File: src/hdl/mfd_pkg.sv
package mfd_pkg;

  ////////////////////
  // Float format

  // Exponent and stored mantissa fields
  localparam int exp_w = 8;
  localparam int man_w = 23;

  // Sign, exponent and mantissa
  localparam int float_w = 1 + exp_w + man_w;

  // Bias of the exponent field
  localparam int exp_bias = 127;

  ////////////////////
  // Matrix loops

  // Sizes and indices, at most 255 rows or columns
  localparam int idx_w = 8;

  // 24 quotient bits plus one guard bit for normalising
  localparam int div_cycles = 25;

  ////////////////////
  // Sequencer FSM

  typedef enum logic [1:0] {
    st_idle,
    st_load,
    st_divide,
    st_emit
  } seq_state_t;

endpackage

File: src/hdl/float_div_if.sv
interface float_div_if;
  import mfd_pkg::*;

  // Launch pulse, operands held stable in its cycle
  logic               start;
  logic [float_w-1:0] dividend;
  logic [float_w-1:0] divisor;

  // One-cycle result strobe with its quotient
  logic               done;
  logic [float_w-1:0] quotient;

  // Sequencer side
  modport seq (
    output start,
    output dividend,
    output divisor,
    input  done,
    input  quotient
  );

  // Divider side
  modport div (
    input  start,
    input  dividend,
    input  divisor,
    output done,
    output quotient
  );

endinterface

File: src/hdl/float_divider.sv
module float_divider (
  input  logic     CLK,
  input  logic     RST,
  float_div_if.div div
);
  import mfd_pkg::*;

  // Control
  logic                              busy;
  logic [$clog2(div_cycles + 1)-1:0] iter;

  // Captured fields
  logic             sign;
  logic [exp_w-1:0] exp_q;
  logic             a_zero;
  logic             b_zero;

  // Mantissa datapath, hidden bits included
  logic [man_w+1:0] rem;
  logic [man_w:0]   dsr;
  logic [man_w+1:0] quo;
  logic [man_w+1:0] diff;
  logic             fits;

  logic accept;

  assign accept = div.start && !busy;

  // Trial subtraction of the restoring step
  assign fits = (rem >= {1'b0, dsr});
  assign diff = rem - {1'b0, dsr};

  ////////////////////
  // Control path

  always_ff @(posedge CLK or posedge RST) begin
    if (RST) begin
      busy     <= 1'b0;
      iter     <= '0;
      div.done <= 1'b0;
    end else begin
      div.done <= 1'b0;
      if (accept) begin
        busy <= 1'b1;
        iter <= '0;
      end else if (busy) begin
        if (iter == div_cycles) begin
          // Extra cycle for normalise and pack
          busy     <= 1'b0;
          div.done <= 1'b1;
        end else begin
          iter <= iter + 1'b1;
        end
      end
    end
  end

  ////////////////////
  // Datapath

  always_ff @(posedge CLK) begin
    if (accept) begin
      sign   <= div.dividend[float_w-1] ^ div.divisor[float_w-1];
      // Modulo arithmetic, range errors are out of scope
      exp_q  <= div.dividend[float_w-2 -: exp_w] - div.divisor[float_w-2 -: exp_w]
                + exp_w'(exp_bias);
      // Subnormals excluded, so a zero exponent means zero
      a_zero <= (div.dividend[float_w-2 -: exp_w] == '0);
      b_zero <= (div.divisor[float_w-2 -: exp_w] == '0);
      rem    <= {2'b01, div.dividend[man_w-1:0]};
      dsr    <= {1'b1, div.divisor[man_w-1:0]};
      quo    <= '0;
    end else if (busy && (iter != div_cycles)) begin
      // One quotient bit per cycle
      if (fits) begin
        rem <= {diff[man_w:0], 1'b0};
      end else begin
        rem <= {rem[man_w:0], 1'b0};
      end
      quo <= {quo[man_w:0], fits};
    end else if (busy) begin
      // Pack; 0/0 falls into the infinity case
      if (b_zero) begin
        div.quotient <= {sign, {exp_w{1'b1}}, {man_w{1'b0}}};
      end else if (a_zero) begin
        div.quotient <= {sign, {(float_w - 1){1'b0}}};
      end else if (quo[man_w+1]) begin
        // Quotient in [1,2), truncate the low bit
        div.quotient <= {sign, exp_q, quo[man_w:1]};
      end else begin
        // Quotient in [0.5,1), shift once and drop exponent
        div.quotient <= {sign, exp_q - 1'b1, quo[man_w-1:0]};
      end
    end
  end

  // Sequencer waits for done before a new launch
  a_no_start_busy : assert property (
    @(posedge CLK) disable iff (RST) div.start |-> !busy);

endmodule

File: src/hdl/matrix_divide_sequencer.sv
module matrix_divide_sequencer (
  input  logic                        CLK,
  input  logic                        RST,
  input  logic                        start,
  input  logic                        a_in_i_enable,
  input  logic                        a_in_j_enable,
  input  logic                        b_in_i_enable,
  input  logic                        b_in_j_enable,
  input  logic [mfd_pkg::float_w-1:0] a_in,
  input  logic [mfd_pkg::float_w-1:0] b_in,
  input  logic                        row_end,
  input  logic                        matrix_end,
  input  logic [mfd_pkg::idx_w-1:0]   column,
  output logic                        clear,
  output logic                        advance,
  float_div_if.seq                    div,
  output logic                        ready,
  output logic                        out_i_enable,
  output logic                        out_j_enable,
  output logic [mfd_pkg::float_w-1:0] data_out
);
  import mfd_pkg::*;

  seq_state_t state;

  // Per-element operand bookkeeping
  logic               seen_a;
  logic               seen_b;
  logic [float_w-1:0] a_reg;
  logic [float_w-1:0] b_reg;

  logic first_col;
  logic take_a;
  logic take_b;
  logic got_a;
  logic got_b;

  ////////////////////
  // Strobe decode

  // Column 0 takes the i strobes, the rest take j
  assign first_col = (column == '0);
  assign take_a    = (state == st_load) && (first_col ? a_in_i_enable : a_in_j_enable);
  assign take_b    = (state == st_load) && (first_col ? b_in_i_enable : b_in_j_enable);

  // Seen earlier or arriving now
  assign got_a = seen_a || take_a;
  assign got_b = seen_b || take_b;

  // Counter steering
  assign clear   = (state == st_idle) && start;
  assign advance = (state == st_emit) && !matrix_end;

  assign div.dividend = a_reg;
  assign div.divisor  = b_reg;

  // Operand latches
  always_ff @(posedge CLK) begin
    if (take_a) a_reg <= a_in;
    if (take_b) b_reg <= b_in;
  end

  ////////////////////
  // Control FSM

  always_ff @(posedge CLK or posedge RST) begin
    if (RST) begin
      state        <= st_idle;
      seen_a       <= 1'b0;
      seen_b       <= 1'b0;
      div.start    <= 1'b0;
      ready        <= 1'b0;
      out_i_enable <= 1'b0;
      out_j_enable <= 1'b0;
      data_out     <= '0;
    end else begin
      // Pulses by default
      div.start    <= 1'b0;
      ready        <= 1'b0;
      out_i_enable <= 1'b0;
      out_j_enable <= 1'b0;
      case (state)
        st_idle: begin
          if (start) state <= st_load;
        end
        st_load: begin
          if (got_a && got_b) begin
            // Both operands held, launch the divider
            div.start <= 1'b1;
            seen_a    <= 1'b0;
            seen_b    <= 1'b0;
            state     <= st_divide;
          end else begin
            seen_a <= got_a;
            seen_b <= got_b;
          end
        end
        st_divide: begin
          if (div.done) begin
            data_out     <= div.quotient;
            out_j_enable <= 1'b1;
            // Row strobe on every row end but the last
            out_i_enable <= row_end && !matrix_end;
            ready        <= matrix_end;
            state        <= st_emit;
          end
        end
        st_emit: begin
          // Counter steps here unless the matrix is finished
          state <= matrix_end ? st_idle : st_load;
        end
        default: state <= st_idle;
      endcase
    end
  end

  // Results only land while a division is pending
  a_done_in_divide : assert property (
    @(posedge CLK) disable iff (RST) div.done |-> state == st_divide);

  // Fixed divider latency
  a_div_latency : assert property (
    @(posedge CLK) disable iff (RST) div.start |-> ##(div_cycles + 2) div.done);

endmodule

File: src/hdl/matrix_float_divider.sv
module matrix_float_divider (
  input  logic                        CLK,
  input  logic                        RST,
  input  logic                        start,
  input  logic [mfd_pkg::idx_w-1:0]   size_i_in,
  input  logic [mfd_pkg::idx_w-1:0]   size_j_in,
  input  logic                        a_in_i_enable,
  input  logic                        a_in_j_enable,
  input  logic                        b_in_i_enable,
  input  logic                        b_in_j_enable,
  input  logic [mfd_pkg::float_w-1:0] a_in,
  input  logic [mfd_pkg::float_w-1:0] b_in,
  output logic                        ready,
  output logic                        out_i_enable,
  output logic                        out_j_enable,
  output logic [mfd_pkg::float_w-1:0] data_out
);
  import mfd_pkg::*;

  // Counter handshake
  logic             clear;
  logic             advance;
  logic             row_end;
  logic             matrix_end;
  logic [idx_w-1:0] column;

  // Sequencer to divider link
  float_div_if div_bus ();

  ////////////////////
  // Instances

  matrix_divide_sequencer u_seq (
    .CLK          (CLK),
    .RST          (RST),
    .start        (start),
    .a_in_i_enable(a_in_i_enable),
    .a_in_j_enable(a_in_j_enable),
    .b_in_i_enable(b_in_i_enable),
    .b_in_j_enable(b_in_j_enable),
    .a_in         (a_in),
    .b_in         (b_in),
    .row_end      (row_end),
    .matrix_end   (matrix_end),
    .column       (column),
    .clear        (clear),
    .advance      (advance),
    .div          (div_bus.seq),
    .ready        (ready),
    .out_i_enable (out_i_enable),
    .out_j_enable (out_j_enable),
    .data_out     (data_out)
  );

  // Row and column loops
  matrix_index_counter u_cnt (
    .CLK       (CLK),
    .RST       (RST),
    .clear     (clear),
    .advance   (advance),
    .size_i    (size_i_in),
    .size_j    (size_j_in),
    .column    (column),
    .row_end   (row_end),
    .matrix_end(matrix_end)
  );

  float_divider u_div (
    .CLK(CLK),
    .RST(RST),
    .div(div_bus.div)
  );

endmodule

File: src/hdl/matrix_index_counter.sv
module matrix_index_counter (
  input  logic                      CLK,
  input  logic                      RST,
  input  logic                      clear,
  input  logic                      advance,
  input  logic [mfd_pkg::idx_w-1:0] size_i,
  input  logic [mfd_pkg::idx_w-1:0] size_j,
  output logic [mfd_pkg::idx_w-1:0] column,
  output logic                      row_end,
  output logic                      matrix_end
);
  import mfd_pkg::*;

  // Row index stays local
  logic [idx_w-1:0] row;

  // Last valid index of each loop
  logic [idx_w-1:0] col_last;
  logic [idx_w-1:0] row_last;

  assign col_last = size_j - 1'b1;
  assign row_last = size_i - 1'b1;

  assign row_end    = (column == col_last);
  assign matrix_end = row_end && (row == row_last);

  ////////////////////
  // Loop registers

  always_ff @(posedge CLK or posedge RST) begin
    if (RST) begin
      column <= '0;
      row    <= '0;
    end else if (clear) begin
      column <= '0;
      row    <= '0;
    end else if (advance) begin
      // Wrap column at row end, step to next row
      if (row_end) begin
        column <= '0;
        row    <= row + 1'b1;
      end else begin
        column <= column + 1'b1;
      end
    end
  end

  // Sequencer stops stepping once the last element is out
  a_no_step_past_end : assert property (
    @(posedge CLK) disable iff (RST) !(advance && matrix_end && !clear));

endmodule

File: config.mk
export PLATFORM = sky130hd
export DESIGN_NAME = matrix_float_divider
export DESIGN_NICKNAME = d
export VERILOG_FILES = /design/src/hdl/mfd_pkg.sv /design/src/hdl/float_div_if.sv /design/src/hdl/float_divider.sv /design/src/hdl/matrix_divide_sequencer.sv /design/src/hdl/matrix_float_divider.sv /design/src/hdl/matrix_index_counter.sv
export SDC_FILE = /design/constraint.sdc
export NUM_CORES = 1
export LEC_CHECK = 0
export ABC_AREA = 1
export CORE_MARGIN = 3
export CORE_UTILIZATION = 60
export DETAILED_ROUTE_END_ITERATION = 10
export DONT_BUFFER_PORTS = 1
export GPL_ROUTABILITY_DRIVEN = 1
export GPL_TIMING_DRIVEN = 0
export MAX_ROUTING_LAYER = met4
export PLACE_DENSITY = 0.8
export SYNTH_ARGS = -nofsm -noshare
export SYNTH_HDL_FRONTEND = slang
export SYNTH_SLANG_ARGS = --single-unit
File: constraint.sdc
create_clock -name CLK -period 5.45 [get_ports CLK]
set_input_delay 1.09 -clock CLK [delete_from_list [all_inputs] [get_ports CLK]]
set_output_delay 1.09 -clock CLK [all_outputs]
set_load 0.01 [all_outputs]
; Yosys cells after proc, flatten, opt, wreduce, memory -nomap -nowiden
; Index checks and enable logic that the tools add are counted.
[op_classes]
add_sub_neg = 9
order_cmp = 1
eq_ne = 11
n_mux = 37
bitwise_logic = 3
reduce_logical = 27
[op_table]
columns = cell, count
row1 = $mux W31, 2
row2 = $mux W8, 6
row3 = $mux W23, 2
row4 = $ge A25 B24 Y1, 1
row5 = $mux W25, 1
row6 = $logic_not A8 Y1, 3
row7 = $sub A24 B24 Y24, 1
row8 = $sub A8 B1 Y8 const B, 3
row9 = $mux W1, 19
row10 = $add A8 B1 Y8 const B, 2
row11 = $eq A8 B8 Y1, 2
row12 = $mux W5, 3
row13 = $logic_and A1 B1 Y1, 9
row14 = $add A8 B7 Y8 const B, 1
row15 = $pmux W2 S4, 1
row16 = $reduce_bool A2 Y1, 4
row17 = $sub A8 B8 Y8, 1
row18 = $mux W2, 3
row19 = $reduce_and A2 Y1, 3
row20 = $reduce_and A3 Y1, 2
row21 = $add A5 B1 Y5 const B, 1
row22 = $eq A5 B5 Y1 const B, 1
row23 = $ne A5 B5 Y1 const B, 1
row24 = $eq A2 B2 Y1 const B, 2
row25 = other kinds (9), 14
[word_totals]
ff_bits = 243
inputBits = 87
wordCells = 114

; Longest topological paths before layout
; Gate-level depths: netlist (run 1).
[logic_depth]
word_depth = 7
depth_mapped = 16
mapped_depth_nobuf = 16

; Modules after synthesis
; Synthesis (run 1) repeated with hierarchy kept, for this count alone.
[unflattened]
cells_unflattened = 1330
area_unflattened_um2 = 12190.4
[modules_own_cells]
columns = mod, n_inst, cells_per_inst, area_each_um2, seq_area_each_um2
row1 = float_divider, 1, 848, 7079.3, 3388.2
row2 = matrix_divide_sequencer, 1, 268, 3663.5, 2922.8
row3 = matrix_index_counter, 1, 214, 1447.6, 400.4

; Worst setup path after synthesis (run 1)
; Ideal clock, no wire load.
[synth_timing]
path_kind = input port to flip-flop
start = input size_j_in[0] (netlist bit)
end = register u_cnt.row[0]
setup_time_ns = 0.119
t_arrival_ns = 2.564
required_ns = 5.331
setup_slack_ns = 2.767
stages = 16
path_buffers = 1
cell_sequence = inv_1 ha_1 inv_1 nand2_1 nand3_1 nand2_1 nand2_1 nor2_1 nand3_1 nor2_4 nand3_2 nand2_4 nand2_4 buf_6 nand3_1 nand2_1
[synth_between]
elab_chain_cells = 7
[synth_rtl]
columns = element, line_no
row1 = from (decl), matrix_float_divider.sv:6  ; input logic [mfd_pkg::idx_w-1:0] size_j_in,
row2 = $sub A8 B1 Y8 (*), matrix_index_counter.sv:21  ; assign col_last = size_j - 1'b1;
row3 = $eq A8 B8 Y1 (*), matrix_index_counter.sv:24  ; assign row_end = (column == col_last);
row4 = $logic_and A1 B1 Y1, matrix_index_counter.sv:25  ; assign matrix_end = row_end && (row == row_last);
row5 = $logic_not A1 Y1, matrix_divide_sequencer.sv:52  ; assign advance = (state == st_emit) && !matrix_end;
row6 = $logic_and A1 B1 Y1, matrix_divide_sequencer.sv:52
row7 = $reduce_bool A2 Y1 (no line), --
row8 = $reduce_and A2 Y1 (no line) (*), --
row9 = to (signal assigned), matrix_index_counter.sv:41  ; row <= row + 1'b1;
row10 = to (decl), matrix_index_counter.sv:15  ; logic [idx_w-1:0] row;
; Mark *: on every way between the ends. The rest lies on a longest branch, timed or not.
; A chain may end at the register's enable or synchronous reset.

; Worst setup path after layout (run 1)
[layout_timing]
start = register u_div.dsr[0]
end = register u_div.rem[15] (data pin)
[layout_between]
elab_chain_cells = 4
[layout_rtl]
columns = element, line_no
row1 = from (decl), float_divider.sv:20  ; logic [man_w:0] dsr;
row2 = from (signal assigned), float_divider.sv:71  ; dsr <= {1'b1, div.divisor[man_w-1:0]};
row3 = $sub A24 B24 Y24 / $ge A25 B24 Y1 (equally long branches), "float_divider.sv:31, float_divider.sv:30"
row4 = $mux W25 (*), float_divider.sv:75  ; if (fits) begin
row5 = $mux W23 (*), float_divider.sv:73  ; end else if (busy && (iter != div_cycles)) begin
row6 = $mux W23 (*), float_divider.sv:62  ; if (accept) begin
row7 = to (signal assigned), float_divider.sv:70  ; rem <= {2'b01, div.dividend[man_w-1:0]};
row8 = to (signal assigned), float_divider.sv:76  ; rem <= {diff[man_w:0], 1'b0};
row9 = to (signal assigned), float_divider.sv:78  ; rem <= {rem[man_w:0], 1'b0};
row10 = to (decl), float_divider.sv:19  ; logic [man_w+1:0] rem;
; Mark *: on every way between the ends. The rest lies on a longest branch, timed or not. The select of a mux whose other input is x is not followed.

==> results of run 1 <==
==> per-stage QoR <==
| stage | setup slack [ps] | cell area [um2] | hold slack, ps | power [mW] |
|---|---|---|---|---|
| 5_1_grt | 2440 | 13100 | 425 | 3.74 |
| 4_1_cts | 2690 | 13100 | 417 | 3.67 |
| 2_1_floorplan | 2770 | 11900 | 400 | 2.02 |
| 6_report | 2680 | 13100 | 415 | 3.63 |
| 3_3_place_gp | 2070 | 12200 | 401 | 2.02 |
| 3_5_place_dp | 2380 | 12300 | 405 | 2.03 |
==> path summary, 6_finish.rpt <==
| path | end | startpoint | cells past startpoint |
|---|---|---|---|
| worst max-delay path | u_div.rem[15] | u_div.dsr[0] | 9 |
| worst min-delay path | u_div.dsr[16] | u_seq.div.divisor[16] | 0 |
| min in group asynchronous | u_seq.out_i_enable | RST | 1 |
| worst max register to register | u_div.rem[15] | u_div.dsr[0] | 9 |
| max in group asynchronous | u_div.iter[2] | RST | 2 |
| worst min register to register | u_div.dsr[16] | u_seq.div.divisor[16] | 0 |
==> cell type report <==
| type | count | area, um2 |
|---|---|---|
| Sequential cell | 243 | 6710 |
| Fill cell | 1461 | 5990 |
| Multi-Input combinational cell | 839 | 4360 |
| Inverter | 184 | 691 |
| Clock buffer | 38 | 674 |
| Tap cell | 260 | 325 |
| Buffer | 30 | 131 |
| Clock inverter | 7 | 109 |
| Timing Repair Buffer | 4 | 87.6 |
| Antenna cell | 1 | 2.50 |
==> report_power, final <==
part	switching, mW	internal [mW]
combinational	0.0265	0.0125
sequential	0	1.95
clock	0.656	0.991
==> sequential cells by signal (all words and copies together) (netlist names), 2 cells and up <==
signal / flops
u_cnt.column: 8
u_cnt.row: 8
u_div.div.quotient: 32
u_div.dsr: 23
u_div.exp_q: 8
u_div.iter: 5
u_div.quo: 25
u_div.rem: 25
u_seq.data_out: 32
u_seq.div.dividend: 32
u_seq.div.divisor: 32
u_seq.state: 2
==> synthesized netlist by cell type, drive strengths merged <==
| cell | number |
|---|---|
| nor2 | 77 |
| and2 | 2 |
| a21o | 1 |
| o21ai | 66 |
| nand3 | 67 |
| inv | 180 |
| a21boi | 1 |
| nor3 | 15 |
| a32o | 1 |
| xor2 | 26 |
| a31oi | 2 |
| clkinv | 4 |
| o31ai | 1 |
| o22ai | 25 |
| nand2 | 374 |
| nand4 | 25 |
| o21a | 1 |
| a21oi | 68 |
| xnor2 | 10 |
| o211ai | 11 |
| dfxtp | 27 |
| dfrtp | 63 |
| nor4 | 5 |
| o21bai | 3 |
| fa | 2 |
| or2 | 3 |
| nand3b | 3 |
| clkbuf | 25 |
| buf | 5 |
| ha | 49 |
| edfxtp | 153 |
| nor3b | 1 |
==> layer usage <==
metal | vias to the layer above | track usage [%]
li1 | 4351 | -
met1 | 4060 | 28.5
met2 | 270 | 38.7
met3 | 53 | 4.04
met4 | 0 | 7.10
met5 | - | -
==> logic make-up (layout without fill, tap and decap cells) <==
logic type | Yosys count | count (layout)
AND/OR/NAND/NOR | 572 | 572
flip-flops | 243 | 243
buffers and inverters | 214 | 263
AO/OA/AOI/OAI | 180 | 180
adder cells (fa/ha/maj) | 51 | 51
XOR/XNOR | 36 | 36
other | 0 | 1
==> flow_summary.toml, run 1 <==
[run_status]
status = "complete, no violations"

[timing]
clock-skew-final_ps = 9.19
fin_setup_tns_ps = 0
post-route-period-util_pct = 50.9
worstMarginPinSlew_ps = 866
finalHoldViolCount = 0
setup_violations = 0
period_minus_slack_ps = 2770
slew_headroom_pct = 42.1
finalMaxSlewViolations = 0
rsz0062_at_grt = "false"
max_freq_ghz = 0.360

[floorplan]
die_x_um = 147
core_area_um2 = 19100
die_area_um2 = 21500
ios = 122
fp-row-count = 50
chipHeight_um = 147
start_util_pct = 62.3

[setup_path]
ff2ff_setup_slack_ps = 2680
cp_top_family = "compound AO/OA/AOI/OAI gates"
critPathKind = "flip-flop to flip-flop"
critPathCaptureType = "flip-flop"
critPathLaunchType = "flip-flop"
cp.arrival_ps = 3040
crit_buf_inv = 0
slowest_delay_ps = 490
cp.required_ps = 5710
cp_slowest_cell = "o21ai_0"
cpMostUsedCell = "nand2_1"
crit_fanout = 5
worstPathCellList = "ha_1 > fa_1 > o21ai_2 > a21boi_0 > o21ai_0 > xnor2_1 > nand2_1 > nand3_1 > nand2_1"

[pwr]
p_leak_nw = 6.09
ir_drop_mv = 0.315
pwr_density_cell_nw_per_um2 = 278

[placement]
dp_cells = 1559
hpwl_mm = 17.7
gp_congestion = 0.954
port_buffers = 0

[clock_tree]
clock-sinks = 243
clkTransAtPathRegs_ps = 60
holdBufCountCts = 0
post_cts_buffers = 0
clk_latency_ps = 510
cts_buffer_depth = 3
cts-root-buf = "clkbuf_16"
cts_buffers = 25
htreeDepth = 1
cts_tree = "built"
ctsResizeCount = 0

[global_route]
grt_pass1_wl_mm = 39.9
grt_max_degree = 38
grt_antenna_before_repair = 1
grt_pass1_vias = 8458
overflow = 0
grt_use_total_pct = 23.0

[finish]
final_common_cell = "nand2_1"
drive_above_1_share_pct = 4.01
fin_cells = 1606
final_util_pct = 68.6
layout_common_cells = "372 x nand2_1, 178 x inv_1, 153 x edfxtp_1"
area_growth_pct = 10.2
nNetsFinal = 1465

[yosys]
synth.avg_cell_area_um2 = 9.17
synthAdderAreaFrac_pct = 5.50
muxShareOfSynthArea_pct = 0
seq_area_frac_synth_pct = 56.5
synth_area_um2 = 11900
synth_xor_xnor_area_share_pct = 2.65
synth_top_area_share_pct = 38.7
yosys.area_share.simple_pct = 20.1
synth_cells = 1296
yosys.cell_types.count = 42
synth_top_family_by_area = "simple AND/OR/NAND/NOR gates"
synth-compound-area-share_pct = 8.32
ys_seq_elements = 243
yosys-top-cells-area = "edfxtp_1 39%, dfrtp_1 13%, nand2_1 12%"
ys_warn_count = 0
synth_fp_nets = 1434
synth_top_area_cell = "edfxtp_1"

[drt]
ant_nets = 0
dr.first_iter.drc_count = 491
drc_errors = 0
highest_layer = "met4"
met3_length_mm = 1.45
drtPass1Iterations = 6
wl_mm = 24.3
drt-met1-wl_mm = 10.3
viasPerCell = 5.44
dr_wl_met2_mm = 11.8
num_vias = 8734
wl_per_cell_um = 15.1

[run]
drv_cap = 0

[worst_hold_path]
hp-class = "flip-flop to flip-flop"
(Power assumes the default switching activity.)
==> run 2, diff against run 1 <==
--- a/config.mk
+++ b/config.mk
@@ -5,15 +5,15 @@
 export SDC_FILE = /design/constraint.sdc
 export NUM_CORES = 1
 export LEC_CHECK = 0
-export ABC_AREA = 1
+export ABC_AREA = 0
 export CORE_MARGIN = 3
-export CORE_UTILIZATION = 60
+export CORE_UTILIZATION = 57
 export DETAILED_ROUTE_END_ITERATION = 10
 export DONT_BUFFER_PORTS = 1
 export GPL_ROUTABILITY_DRIVEN = 1
 export GPL_TIMING_DRIVEN = 0
 export MAX_ROUTING_LAYER = met4
-export PLACE_DENSITY = 0.8
+export PLACE_DENSITY = 0.79
 export SYNTH_ARGS = -nofsm -noshare
 export SYNTH_HDL_FRONTEND = slang
 export SYNTH_SLANG_ARGS = --single-unit
==> constraint.sdc (replaced) <==
create_clock -name CLK -period 2.5 [get_ports CLK]
set_input_delay 0.5 -clock CLK [delete_from_list [all_inputs] [get_ports CLK]]
set_output_delay 0.5 -clock CLK [all_outputs]
set_load 0.01 [all_outputs]
==> run 2 against run 1 <==
The run now ends with negative setup slack left. Area after synthesis decreased by 5.0%. First-iteration DRC count shrank 9.0%. Routed wire length decreased by 9.1%. Clock power is 130% higher. Final cell count is 19% lower. Largest cell class unchanged.
==> flow_summary.toml, run 2 <==
[run_status]
status = "finished with violations"
violations = "negative setup slack"

[yosys]
synth_most_common_cell = "edfxtp_1"
synth_ff_type = "edfxtp_1"
synth_top_area_cell = "edfxtp_1"
synth_cells = 948
synthTopCellsByCount = "153 x edfxtp_1, 102 x nand2_1, 75 x nor2_1"
synth_area_um2 = 11300
synth_edf_count = 153
synthArstFlopShare_pct = 25.9
seq_area_frac_synth_pct = 59.5
ys_warn_count = 0
yosys.cell_types.count = 60
ys_seq_elements = 243
synth_top_area_share_pct = 40.7
synth.avg_cell_area_um2 = 11.9
synth_fp_nets = 1086
yosys-top-cells-area = "edfxtp_1 41%, dfrtp_1 14%, ha_1 5.4%"

[floorplan]
ios = 122
die_area_um2 = 21500
chipHeight_um = 147
core_area_um2 = 19100
fp-row-count = 50
start_util_pct = 59.1
die_x_um = 147

[worst_hold_path]
hp-class = "input pin to flip-flop"

[drt]
num_vias = 7225
wl_mm = 22.0
drtPass1Iterations = 5
ant_nets = 0
viasPerCell = 5.57
drc_errors = 0
wl_per_cell_um = 17.0
dr.first_iter.drc_count = 447

[setup_path]
crit_fanout = 6
critPathCaptureType = "flip-flop"
critPathLaunchType = "flip-flop"
critPathKind = "flip-flop to flip-flop"
cp.arrival_ps = 3220
cp.required_ps = 2760

[pwr]
pwr_density_cell_nw_per_um2 = 1290
p_total_mw = 17.2
p_leak_nw = 5.50
ir_drop_mv = 1.04

[finish]
drive_above_1_share_pct = 17.8
final_common_cell = "edfxtp_1"
layout_common_cells = "153 x edfxtp_1, 97 x nand2_1, 71 x nor2_1"
area_growth_pct = 18.4
final_area_um2 = 13400
nNetsFinal = 1155

[global_route]
grt_pass1_vias = 6969
grt_pass1_wl_mm = 34.3
grt_use_total_pct = 19.9
overflow = 0
grt_max_degree = 34
grt_antenna_before_repair = 1

[placement]
port_buffers = 0
post_dp_cell_area_um2 = 11800
hpwl_mm = 14.3
gp_congestion = 0.920

[clock_tree]
cts_buffers = 25
clk_latency_ps = 520
cts_tree = "built"
cts-root-buf = "clkbuf_16"
clkTransAtPathRegs_ps = 60
clock-sinks = 243
htreeDepth = 1
cts_buffer_depth = 3

[timing]
finalMaxSlewViolations = 0
finalHoldViolCount = 0
period_minus_slack_ps = 2960
post-route-period-util_pct = 118
hold_slack_ps = 64.4
max_freq_ghz = 0.338
setup_violations = 25
finalWorstSetupSlack_ps = -461
slew_headroom_pct = 43.3
rsz0062_at_grt = "true"
worstMarginPinSlew_ps = 849
clock-skew-final_ps = 15.1

[run]
drv_cap = 0
run 2: power breakdown:
part | leakage (nW) | total, mW | switching (mW) | internal (mW)
clock network | 0.402 | 3.72 | 1.47 | 2.25
logic | 2.61 | 7.20 | 3.87 | 3.33
registers | 2.49 | 6.30 | 0.649 | 5.65
run 2: per-stage QoR:
step	util [%]	worst slack [ps]	TNS, ps	std cells
floorplan	-	-358	-7720	948
global route	70.0	-611	-13540	1296
CTS	68.3	-438	-8950	1281
global placement	61.6	-907	-69970	1208
finish	70.0	-461	-9440	1296
detailed placement	61.8	-792	-28730	1210
run 2: cell type report:
| class | count | area (um2) |
|---|---|---|
| inverters | 62 | 236 |
| clock inverters | 9 | 135 |
| fillers | 1322 | 5720 |
| multi-input cells | 613 | 4670 |
| plain buffers | 30 | 164 |
| flip-flops and latches | 243 | 6720 |
| diodes | 1 | 2.50 |
| repair buffers | 41 | 402 |
| clock buffers | 36 | 697 |
| well taps | 260 | 325 |
| repair inverters | 1 | 7.51 |
run 2: cells by family (layout without fill, tap and decap cells):
family | after synthesis | after routing | share of synthesized area (%)
mux | 73 | 73 | 6.83
other cells | 0 | 1 | 0
buf+inv | 94 | 179 | 3.16
fa+ha+maj | 51 | 51 | 5.79
compound gates | 137 | 139 | 7.98
flops | 243 | 243 | 59.5
simple gates | 281 | 281 | 11.4
xor+xnor | 69 | 69 | 5.35
run 2: critical path: stages (launching register included):
cell and delay (ps):
edfxtp_1 430, ha_4 330, nand3b_1 120, a211oi_2 310
o31ai_4 120, a211oi_2 210, buf_4 180, o2111ai_4 130
a31oi_4 240, buf_12 150, buf_8 130, mux2i_2 240
o21ai_1 90
run 2: repair_timing:
action,4_1_cts,5_1_grt
resized for setup,27,55
gates cloned,5,1
pin swaps,13,25
setup endpoints to repair,95,113
setup buffers,20,17
hold buffers,1,0
hold endpoints to repair,30,0
run 2: path summary, 6_finish.rpt:
| path | from | to | slack, ps | cells past startpoint |
|---|---|---|---|---|
| setup / recovery | u_div.rem[2] | u_div.rem[11] | -460 | 12 |
| hold / removal | a_in[10] | u_seq.div.dividend[10] | 60 | 0 |
| setup reg to reg | u_div.rem[2] | u_div.rem[11] | -460 | 12 |
| hold reg to reg | u_seq.div.divisor[10] | u_div.dsr[10] | 410 | 0 |
| max in group asynchronous | RST | u_cnt.column[1] | 1340 | 3 |
| min in group asynchronous | RST | u_seq.out_j_enable | 540 | 2 |
run 2: layer usage:
metal	share of wire (%)	vias to the layer above	GRT usage, %
li1	-	3510	-
met1	41	3445	24.5
met2	50	216	33.7
met3	5.5	54	3.30
met4	3.7	0	6.87
met5	0	-	-
==> run 3, diff against run 2 <==
--- a/config.mk
+++ b/config.mk
@@ -7,13 +7,14 @@
 export LEC_CHECK = 0
 export ABC_AREA = 0
 export CORE_MARGIN = 3
-export CORE_UTILIZATION = 57
+export CORE_UTILIZATION = 35
 export DETAILED_ROUTE_END_ITERATION = 10
 export DONT_BUFFER_PORTS = 1
 export GPL_ROUTABILITY_DRIVEN = 1
 export GPL_TIMING_DRIVEN = 0
 export MAX_ROUTING_LAYER = met4
-export PLACE_DENSITY = 0.79
+export PLACE_DENSITY = 0.55
 export SYNTH_ARGS = -nofsm -noshare
 export SYNTH_HDL_FRONTEND = slang
+export SYNTH_HIERARCHICAL = 1
 export SYNTH_SLANG_ARGS = --single-unit
==> run 3 against run 2 <==
The flow still finishes with violations (negative setup slack). Critical endpoint is now u_div/rem[16]. Routed wire length rose by 11%. Highest routed layer unchanged. Sequential power fell by 2%. Global-route usage fell by 6.1 points. Fmax rose by 5.9%. First-iteration DRC count fell by 35%. Worst setup slack improved by 160 ps. Area after synthesis rose by 4.0%. Die area rose by 66%.
==> flow_summary.toml, run 3 <==
[run_status]
status = "finished with violations"
violations = "negative setup slack"

[floorplan]
die_area_um2 = 35800
chipHeight_um = 189
core_area_um2 = 32800
die_x_um = 189
start_util_pct = 35.8
fp-row-count = 66
ios = 122

[yosys]
synth_area_um2 = 11700
yosys-top-cells-area = "edfxtp_1 39%, dfrtp_1 13%, ha_1 5.1%"
yosys.cell_types.count = 83
ys_warn_count = 6
synth_fp_nets = 1119
seq_area_frac_synth_pct = 57.2
synth_top_area_cell = "edfxtp_1"
ys_seq_elements = 243
synthTopCellsByCount = "153 x edfxtp_1, 87 x nor2_1, 78 x nand2_1"
synth.avg_cell_area_um2 = 11.9
synth_ff_type = "edfxtp_1"
synth_edf_count = 153
synth_top_area_share_pct = 39.2
synth_cells = 982
synth_most_common_cell = "edfxtp_1"
synthArstFlopShare_pct = 25.9

[setup_path]
crit_fanout = 7
cp.arrival_ps = 3070
critPathLaunchType = "flip-flop"
critPathCaptureType = "flip-flop"
cp.required_ps = 2770
critPathKind = "flip-flop to flip-flop"

[clock_tree]
clkTransAtPathRegs_ps = 60
cts_buffer_depth = 3
cts-root-buf = "clkbuf_16"
cts_buffers = 27
clock-sinks = 243
htreeDepth = 1
clk_latency_ps = 540
cts_tree = "built"

[placement]
hpwl_mm = 16.7
dp_cells = 1424
port_buffers = 0
gp_congestion = 0.826

[timing]
finalMaxSlewViolations = 0
finalHoldViolCount = 0
slew_headroom_pct = 44.0
finalWorstSetupSlack_ps = -296
period_minus_slack_ps = 2800
clock-skew-final_ps = 12.2
setup_violations = 30
fin_setup_tns_ps = -5750
post-route-period-util_pct = 112
hold_slack_ps = 5.90
max_freq_ghz = 0.358
worstMarginPinSlew_ps = 838
rsz0062_at_grt = "true"

[drt]
num_vias = 7480
drc_errors = 0
viasPerCell = 4.90
wl_per_cell_um = 16.0
ant_nets = 0
dr.first_iter.drc_count = 292
wl_mm = 24.4
drtPass1Iterations = 4

[worst_hold_path]
hp-class = "input pin to asynchronous set/reset pin"

[pwr]
p_switching_mw = 5.67
switching_share_pct = 33.7
internal-power_mw = 11.1
combPwrFrac_pct = 40.0
p_leak_nw = 5.62
p_total_mw = 16.8
clkPwrFrac_pct = 23.5
pwr-share-seq_pct = 36.6
ir_drop_mv = 0.634
pwr_density_cell_nw_per_um2 = 1180

[finish]
area_growth_pct = 21.6
drive_above_1_share_pct = 24.4
final_common_cell = "edfxtp_1"
nNetsFinal = 1201
layout_common_cells = "153 x edfxtp_1, 81 x nor2_1, 76 x nand2_1"
fin_cells = 1526
filler_cell_count = 3101

[global_route]
grt_max_degree = 44
grt_use_met3_pct = 2.18
grt_util_met2_pct = 22.7
grt_pass1_vias = 7476
grt_antenna_before_repair = 1
grt_pass1_wl_mm = 39.2
grt_use_met1_pct = 17.9
grt-busiest-layer = "met2"
overflow = 0
grt_use_total_pct = 13.8

[run]
drv_cap = 0
[run 3: cell types whose count changed in the layout (fill, tap and decap cells not counted), sizes merged, moves of 5 or more]
cell,previous run,this run
buf,49,66
nor2,75,88
a21oi,34,47
o21ai,36,27
and3,7,12
nor3,9,14
or3,3,10
o21a,2,8
nor4,3,8
a21o,18,13
nand2,102,78
xor2,32,21
nor2b,3,8
[run 3: critical path: stages (launching register included)]
cell	delay, ps
edfxtp_1	440
ha_4	270
a21o_1	170
a31o_1	190
a21o_1	150
a21o_1	150
a221o_1	340
a31oi_4	230
buf_12	150
buf_8	120
mux2i_1	220
a21oi_1	90
[run 3: worst paths after layout]
path,startpoint,endpoint,slack [ps],depth (start not counted)
setup / recovery,u_div/rem[20],u_div/rem[16],-300,11
hold / removal,RST,u_seq/seen_b,6,1
setup reg to reg,u_div/rem[20],u_div/rem[16],-300,11
hold reg to reg,u_seq/div.divisor[15],u_div/dsr[15],420,0
max in group asynchronous,RST,u_cnt/column[2],1480,2
min in group CLK,a_in[6],u_seq/div.dividend[6],50,0
[run 3: cells by family (layout without fill, tap and decap cells)]
family          count (synthesis)  after routing  share of synthesized area [%]
xor+xnor                       55             55                           4.11
other cells                     0              1                              0
mux                            74             74                           6.71
buf+inv                        94            195                           3.58
fa+ha+maj                      50             50                           5.46
simple gates                  304            304                           13.1
compound gates                162            162                           9.84
flops                         243            243                           57.2
[run 3: what timing repair did]
item                                    in CTS  in global routing
resized for setup                           72                 41
hold buffers                                 1                  0
setup buffers                               46                  7
gates cloned                                 2                  0
hold endpoints to repair                    23                  0
endpoints found under the setup margin      66                107
pin swaps                                   42                 38
[run 3: final cells by class]
class | instances | area [um2] | area share, %
antenna | 1 | 2.50 | 0.0175
sequential | 243 | 6720 | 47.1
timing repair inverter | 1 | 7.51 | 0.0526
tap | 442 | 553 | 3.88
clock inverter | 12 | 145 | 1.02
timing repair buffer | 55 | 502 | 3.52
buffer | 30 | 198 | 1.39
multi-input combinational | 645 | 5130 | 36.0
clock buffer | 36 | 749 | 5.25
inverter | 61 | 255 | 1.79
[run 3: per-layer routing]
metal / wire length (um) / part of all wire, %
met5: 0 / 0
met4: 487 / 2.0
met3: 920 / 3.8
met2: 11900 / 49
met1: 11100 / 45
[run 3: per-stage QoR]
step	instance area [um2]	util (%)	setup WS, ps
3_3_place_gp	12400	37.9	-797
6_report	14300	43.5	-296
5_1_grt	14300	43.5	-389
4_1_cts	14000	42.9	-300
2_1_floorplan	11900	-	-323
3_5_place_dp	12400	37.9	-764
[run 3: power groups by stage]
stage	sequential [mW]	combinational, mW	clock [mW]
after global placement	6.20	5.23	0
after detailed placement	6.22	5.33	0
after global routing	6.26	7.45	4.26
after CTS	6.15	6.34	4.08
final	6.15	6.71	3.94
after floorplan	6.03	4.26	0
